`src/score_pkg.sv`:
```
`default_nettype none

package score_pkg;

    ////////////////////////////////////////
    // board geometry

    localparam int BOARD_ROWS = 6;
    localparam int BOARD_COLS = 7;
    localparam int CELL_BITS  = 2;
    localparam int ROW_BITS   = BOARD_COLS * CELL_BITS;
    localparam int GRID_BITS  = BOARD_ROWS * ROW_BITS;
    localparam int PLANE_BITS = BOARD_ROWS * BOARD_COLS;

    // line lengths
    localparam int RUN_FOUR  = 4;
    localparam int RUN_THREE = 3;

    ////////////////////////////////////////
    // scoring

    localparam int SCORE_BASE   = 200;
    localparam int THREE_WEIGHT = 10;
    localparam int SCORE_WIN    = 511;
    localparam int SCORE_LOSS   = 0;

    // locate, count, merge
    localparam int PIPE_LATENCY = 3;

    typedef logic [GRID_BITS-1:0]  grid_t;
    // bit row*7+col set when that player owns the cell
    typedef logic [PLANE_BITS-1:0] plane_t;
    typedef logic [6:0]            move_t;
    typedef logic [2:0]            row_t;
    typedef logic [2:0]            col_t;
    typedef logic [3:0]            count_t;
    typedef logic [8:0]            score_t;

endpackage

`default_nettype wire

```
`src/move_locate.sv`:
```
`timescale 1ns/1ps
`default_nettype none

module move_locate
    import score_pkg::*;
(
    input  logic         clk,
    input  logic         rst_n,
    input  grid_t        grid,
    input  move_t        ai_move,
    input  move_t        opponent_move,
    output plane_t [1:0] planes,
    output row_t   [1:0] move_rows,
    output col_t   [1:0] move_cols
);

    plane_t       ai_plane;
    plane_t       opp_plane;
    move_t  [1:0] moves;
    row_t   [1:0] row_c;
    col_t   [1:0] col_c;

    // odd bit of a cell is the ai piece, even bit the opponent
    always_comb
    begin
        for (int i = 0; i < PLANE_BITS; i++)
        begin
            ai_plane[i]  = grid[CELL_BITS * i + 1];
            opp_plane[i] = grid[CELL_BITS * i];
        end
    end

    assign moves = {opponent_move, ai_move};

    // bit index to row and column
    always_comb
    begin
        for (int p = 0; p < 2; p++)
        begin
            row_c[p] = row_t'(moves[p] / ROW_BITS);
            col_c[p] = col_t'((moves[p] % ROW_BITS) / CELL_BITS);
        end
    end

    always_ff @(posedge clk)
    begin
        if (!rst_n)
        begin
            planes    <= '0;
            move_rows <= '0;
            move_cols <= '0;
        end
        else
        begin
            planes    <= {opp_plane, ai_plane};
            move_rows <= row_c;
            move_cols <= col_c;
        end
    end

endmodule

`default_nettype wire

```
`config.mk`:
```
export PLATFORM = sky130hd
export DESIGN_NAME = move_locate
export DESIGN_NICKNAME = d
export VERILOG_FILES = /design/src/score_pkg.sv /design/src/move_locate.sv
export SDC_FILE = /design/constraint.sdc
export NUM_CORES = 1
export LEC_CHECK = 0
export BUFFER_PORTS_ARGS = -buffer_cell sky130_fd_sc_hd__buf_2
export CORE_MARGIN = 2
export CORE_UTILIZATION = 40
export CTS_CLUSTER_SIZE = 16
export DETAILED_ROUTE_END_ITERATION = 7
export PLACE_DENSITY_LB_ADDON = 0.1
export SETUP_SLACK_MARGIN = 0.5
export SLEW_MARGIN = 20
export SYNTH_ARGS = -nofsm -noshare
export SYNTH_HDL_FRONTEND = slang
export SYNTH_SLANG_ARGS = --single-unit
```
`constraint.sdc`:
```
create_clock -name clk -period 2 [get_ports clk]
set_input_delay 0.2 -clock clk [delete_from_list [all_inputs] [get_ports clk]]
set_output_delay 0.2 -clock clk [all_outputs]
set_load 0.02 [all_outputs]
```
# [Yosys cells after proc, flatten, opt, wreduce, memory -nomap -nowiden]
# Cells that the tools add are included.
[totals] ram_bits=0 reg_bits=96 memories=0 in_bits=100 wordCells=10 output_inout_bits=96 mem_bits_ro=0 latch_bits=0
[classes] magnitude_cmp=0 bitwise=0 div=4 n_shift=0 n_reduce_logical=0 mux=0 addsub=0 n_eq_ne=0 mul=0
[ops] op="divider 7 x 4 -> 32 bit (second input constant)" count=2
[ops] op="modulo 7 x 4 -> 32 bit (second input constant)" count=2

# [Depth between registers and ports, before layout]
[logic_depth] ltp_word=1 ltp_mapped=12 depth_no_buf=11

# [Least setup slack after synthesis]
# OpenSTA, ideal clock, no wires.
[synth_timing] kind="input to register" startpoint="input ai_move[4]" endpoint="register move_cols[2] (netlist name)" setup_ns=0.122 t_required_ns=1.878 arrival_ns=1.743 stages=9 setup_slack_ns=0.135 n_path_buf=1 cell_sequence="buf_6 nand2_1 inv_1 ha_1 and4_4 o311a_1 o32a_1 nor3_2 nor3b_2"
[synth_via] elab_chain_len=1
[synth_rtl] item="start: declaration" line="move_locate.sv:10" source="input move_t ai_move,"
[synth_rtl] item="modulo 7 x 4 -> 32 bit" line="move_locate.sv:41" source="col_c[p] = col_t'((moves[p] % ROW_BITS) / CELL_BITS);"
[synth_rtl] item="end signal: assignment" line="move_locate.sv:57" source="move_cols <= col_c;"
[synth_rtl] item="end: declaration" line="move_locate.sv:14" source="output col_t [1:0] move_cols"
# Every way passes these cells.
# A chain may end at the register's enable or synchronous reset.

# [Final worst setup path]
[layout_timing] startpoint="input opponent_move[4]" endpoint="register move_cols[5] (netlist name)"
[layout_via] elab_chain_len=1
[layout_rtl] item="start: declaration" line="move_locate.sv:11" source="input move_t opponent_move,"
[layout_rtl] item="modulo 7 x 4 -> 32 bit" line="move_locate.sv:41"
# Every way passes these cells.

==> results_dict.tcl <==
set metrics [dict create \
    slowest_stage "or3_4" \
    nets 624 \
    crit_buf_inv 3 \
    root_buffer "clkbuf_8" \
    cts_tree "yes" \
    synth_area_leaders "dfxtp_1 57%, and2_1 16%, o21ai_0 2.7%" \
    yosysMostFrequentCell "dfxtp_1" \
    grt_pass1_vias 2525 \
    drc_errors 0 \
    wl_per_cell_um 13.45 \
    fin_crit_sh_pct 75.96 \
    port_buffers 193 \
    drtIter0Drc 66 \
    grt_usage_pct 17.55 \
    drive_gt1_share_pct 45.52 \
    cp_cell_sequence "buf_8 > nand2_4 > inv_4 > ha_4 > nand4b_1 > o211ai_1 > buf_4 > and3_4 > or3_4 > mux2i_1" \
    required_ps 2280 \
    ios 196 \
    final_area_um2 4756 \
    irDropWorstVdd_mv 0.3216 \
    grt_overflow 0 \
    synthTopCellsByCount "96 x dfxtp_1, 86 x and2_1, 18 x o21ai_0, 13 x inv_1, 11 x nand2_1" \
    async_reset_ff_share_pct 0 \
    yosys_warnings 0 \
    synth_top_cell_by_area "dfxtp_1" \
    grt_util_met1_pct 19.95 \
    power_mw 4.001 \
    finalNonFillerCells 630 \
    num_vias 2864 \
    critPathKind "primary input to register" \
    met2_usage_pct 29.17 \
    synth_flop_cell "dfxtp_1" \
    cp_max_fo 3 \
    setup_viol 0 \
    firstDrtPassIters 5 \
    rows 33 \
    cts_made_buffers 9 \
    slew_viol_final 0 \
    arrival_ps 1800 \
    post_synth.cell_area_avg_um2 10.35 \
    detail-route-antenna-nets 0 \
    synth_area_um2 3386 \
    syn_inst 327 \
    dp.cells 613 \
    grt_first_pass_wirelength_mm 12.36 \
    powerDensity_nw_per_um2 841.3 \
    die_area_um2 9216 \
    synth_edf_count 0 \
    ys_seq_elements 96 \
    finalWeightedCongestion 0.8648 \
    holdWs_ps 39.63 \
    fin_ws_ps 480.7 \
    max_freq_ghz 0.6582 \
    slew_headroom_pct 71.70 \
    coreArea_um2 8217 \
    num_antenna_cells 0 \
    status "finished clean" \
    worst_setup_path_start_kind "primary input" \
    dp_hpwl_mm 6.529 \
    grt_start_max_net_pins 43 \
    p_leak_nw 2.391 \
    grtUsageMet3_pct 5.325 \
    critPathMaxStageDelay_ps 350 \
    chipWidth_um 96 \
    critical-path-top-delay-family "simple AND/OR/NAND/NOR gates" \
    setup-tns-final_ps 0 \
    post_synth_num_cell_types 52 \
    synth_top_area_share_pct 56.76 \
    maxCapViolations 0 \
    drt_wl_total_mm 8.475 \
    clk_path_buf_depth 2 \
    synth-seq-area-share_pct 56.76 \
    hold_viol_final 0 \
    cts_max_level 3 \
    antenna_found_initial 0 \
    rsz0062_at_grt "true" \
    start_util_pct 41.21 \
    synth_nets 431 \
    place_area_um2 4493 \
    hp-class "primary input to register" \
    n_fill_cell 726 \
    final.min_clock_period_ps 1519 \
    dp_slack_ps 91.57 \
    viasPerCell 4.546 \
    fin_util_pct 57.88 \
    cts_num_sinks 96 \
    worst_pin_slew_ps 424.5 \
    clkTransAtPathRegs_ps 100 \
    gr-max-usage-layer "met2" \
    layout-area-overhead-vs-synth_pct 40.47 \
    fp.dieH_um 96 \
    end_kind "register" \
]
## placed cells by master (no fill, tap or decap), types with 2 or more instances in the layout
| cell type | count |
|---|---|
| ha_1 | 2 |
| clkinvlp_4 | 2 |
| nand4b_1 | 2 |
| a21o_1 | 3 |
| clkbuf_8 | 10 |
| buf_4 | 11 |
| nand2_1 | 8 |
| nor2_1 | 7 |
| o21ai_0 | 15 |
| a21oi_1 | 7 |
| buf_2 | 190 |
| nand3_1 | 2 |
| ha_4 | 2 |
| xor2_1 | 3 |
| o211ai_1 | 3 |
| and2_1 | 86 |
| o21a_1 | 3 |
| o21ai_1 | 3 |
| dfxtp_1 | 96 |
| a211oi_2 | 2 |
| inv_1 | 11 |
| inv_6 | 2 |
| nand2_4 | 2 |
| and3b_1 | 3 |
| mux2i_1 | 5 |
| nor2b_1 | 2 |
| or3_1 | 3 |
| a32oi_1 | 2 |
## timing repair
item / 4_1_cts / 5_1_grt
pin swaps: 1 / 5
resized for setup: 1 / 15
endpoints found under the setup margin: 2 / 4
buffers inserted: 0 / 1
hold buffers: 0 / 0
## worst paths after layout
kind,startpoint,end,slack (ps),cells after the start
worst max-delay path,opponent_move[4],move_cols[5],480,10
worst min-delay path,grid[25],planes[12],40,2
## report_power, final
part	total (mW)	switching (mW)	leakage [nW]	internal (mW)
sequential	2.05	0.0240	0.800	2.02
clock	1.29	0.663	0.0966	0.622
combinational	0.669	0.379	1.49	0.289
## flip-flops by register name, summed over array words and instances (netlist names)
name	flops
planes	84
move_cols	6
move_rows	6
## kinds of logic after synthesis
kind of cell / after synthesis / synth area share (%)
compound gates: 54 / 10.68
xor+xnor: 4 / 1.035
fa+ha+maj: 5 / 1.774
buf+inv: 34 / 4.804
flops: 96 / 56.76
mux: 5 / 1.478
simple gates: 129 / 23.47
## area by class of cell
type	count	area (um2)	share of cell area, %
Tap cell	105	131.4	2.762
Inverter	13	51.30	1.079
Multi-Input combinational cell	197	1388	29.18
Timing Repair Buffer	203	1060	22.28
Clock inverter	5	62.56	1.315
Clock buffer	11	141.4	2.973
Sequential cell	96	1922	40.41
## per-layer routing
layer  vias up  share of wire, %  wire [um]
met4         0               2.9        250
met3        19               9.3        785
li1       1461                 -          -
met2       120                49       4126
met1      1264                39       3312
met5         -                 0          0
Note: power is estimated with default switching activity, not from simulation.
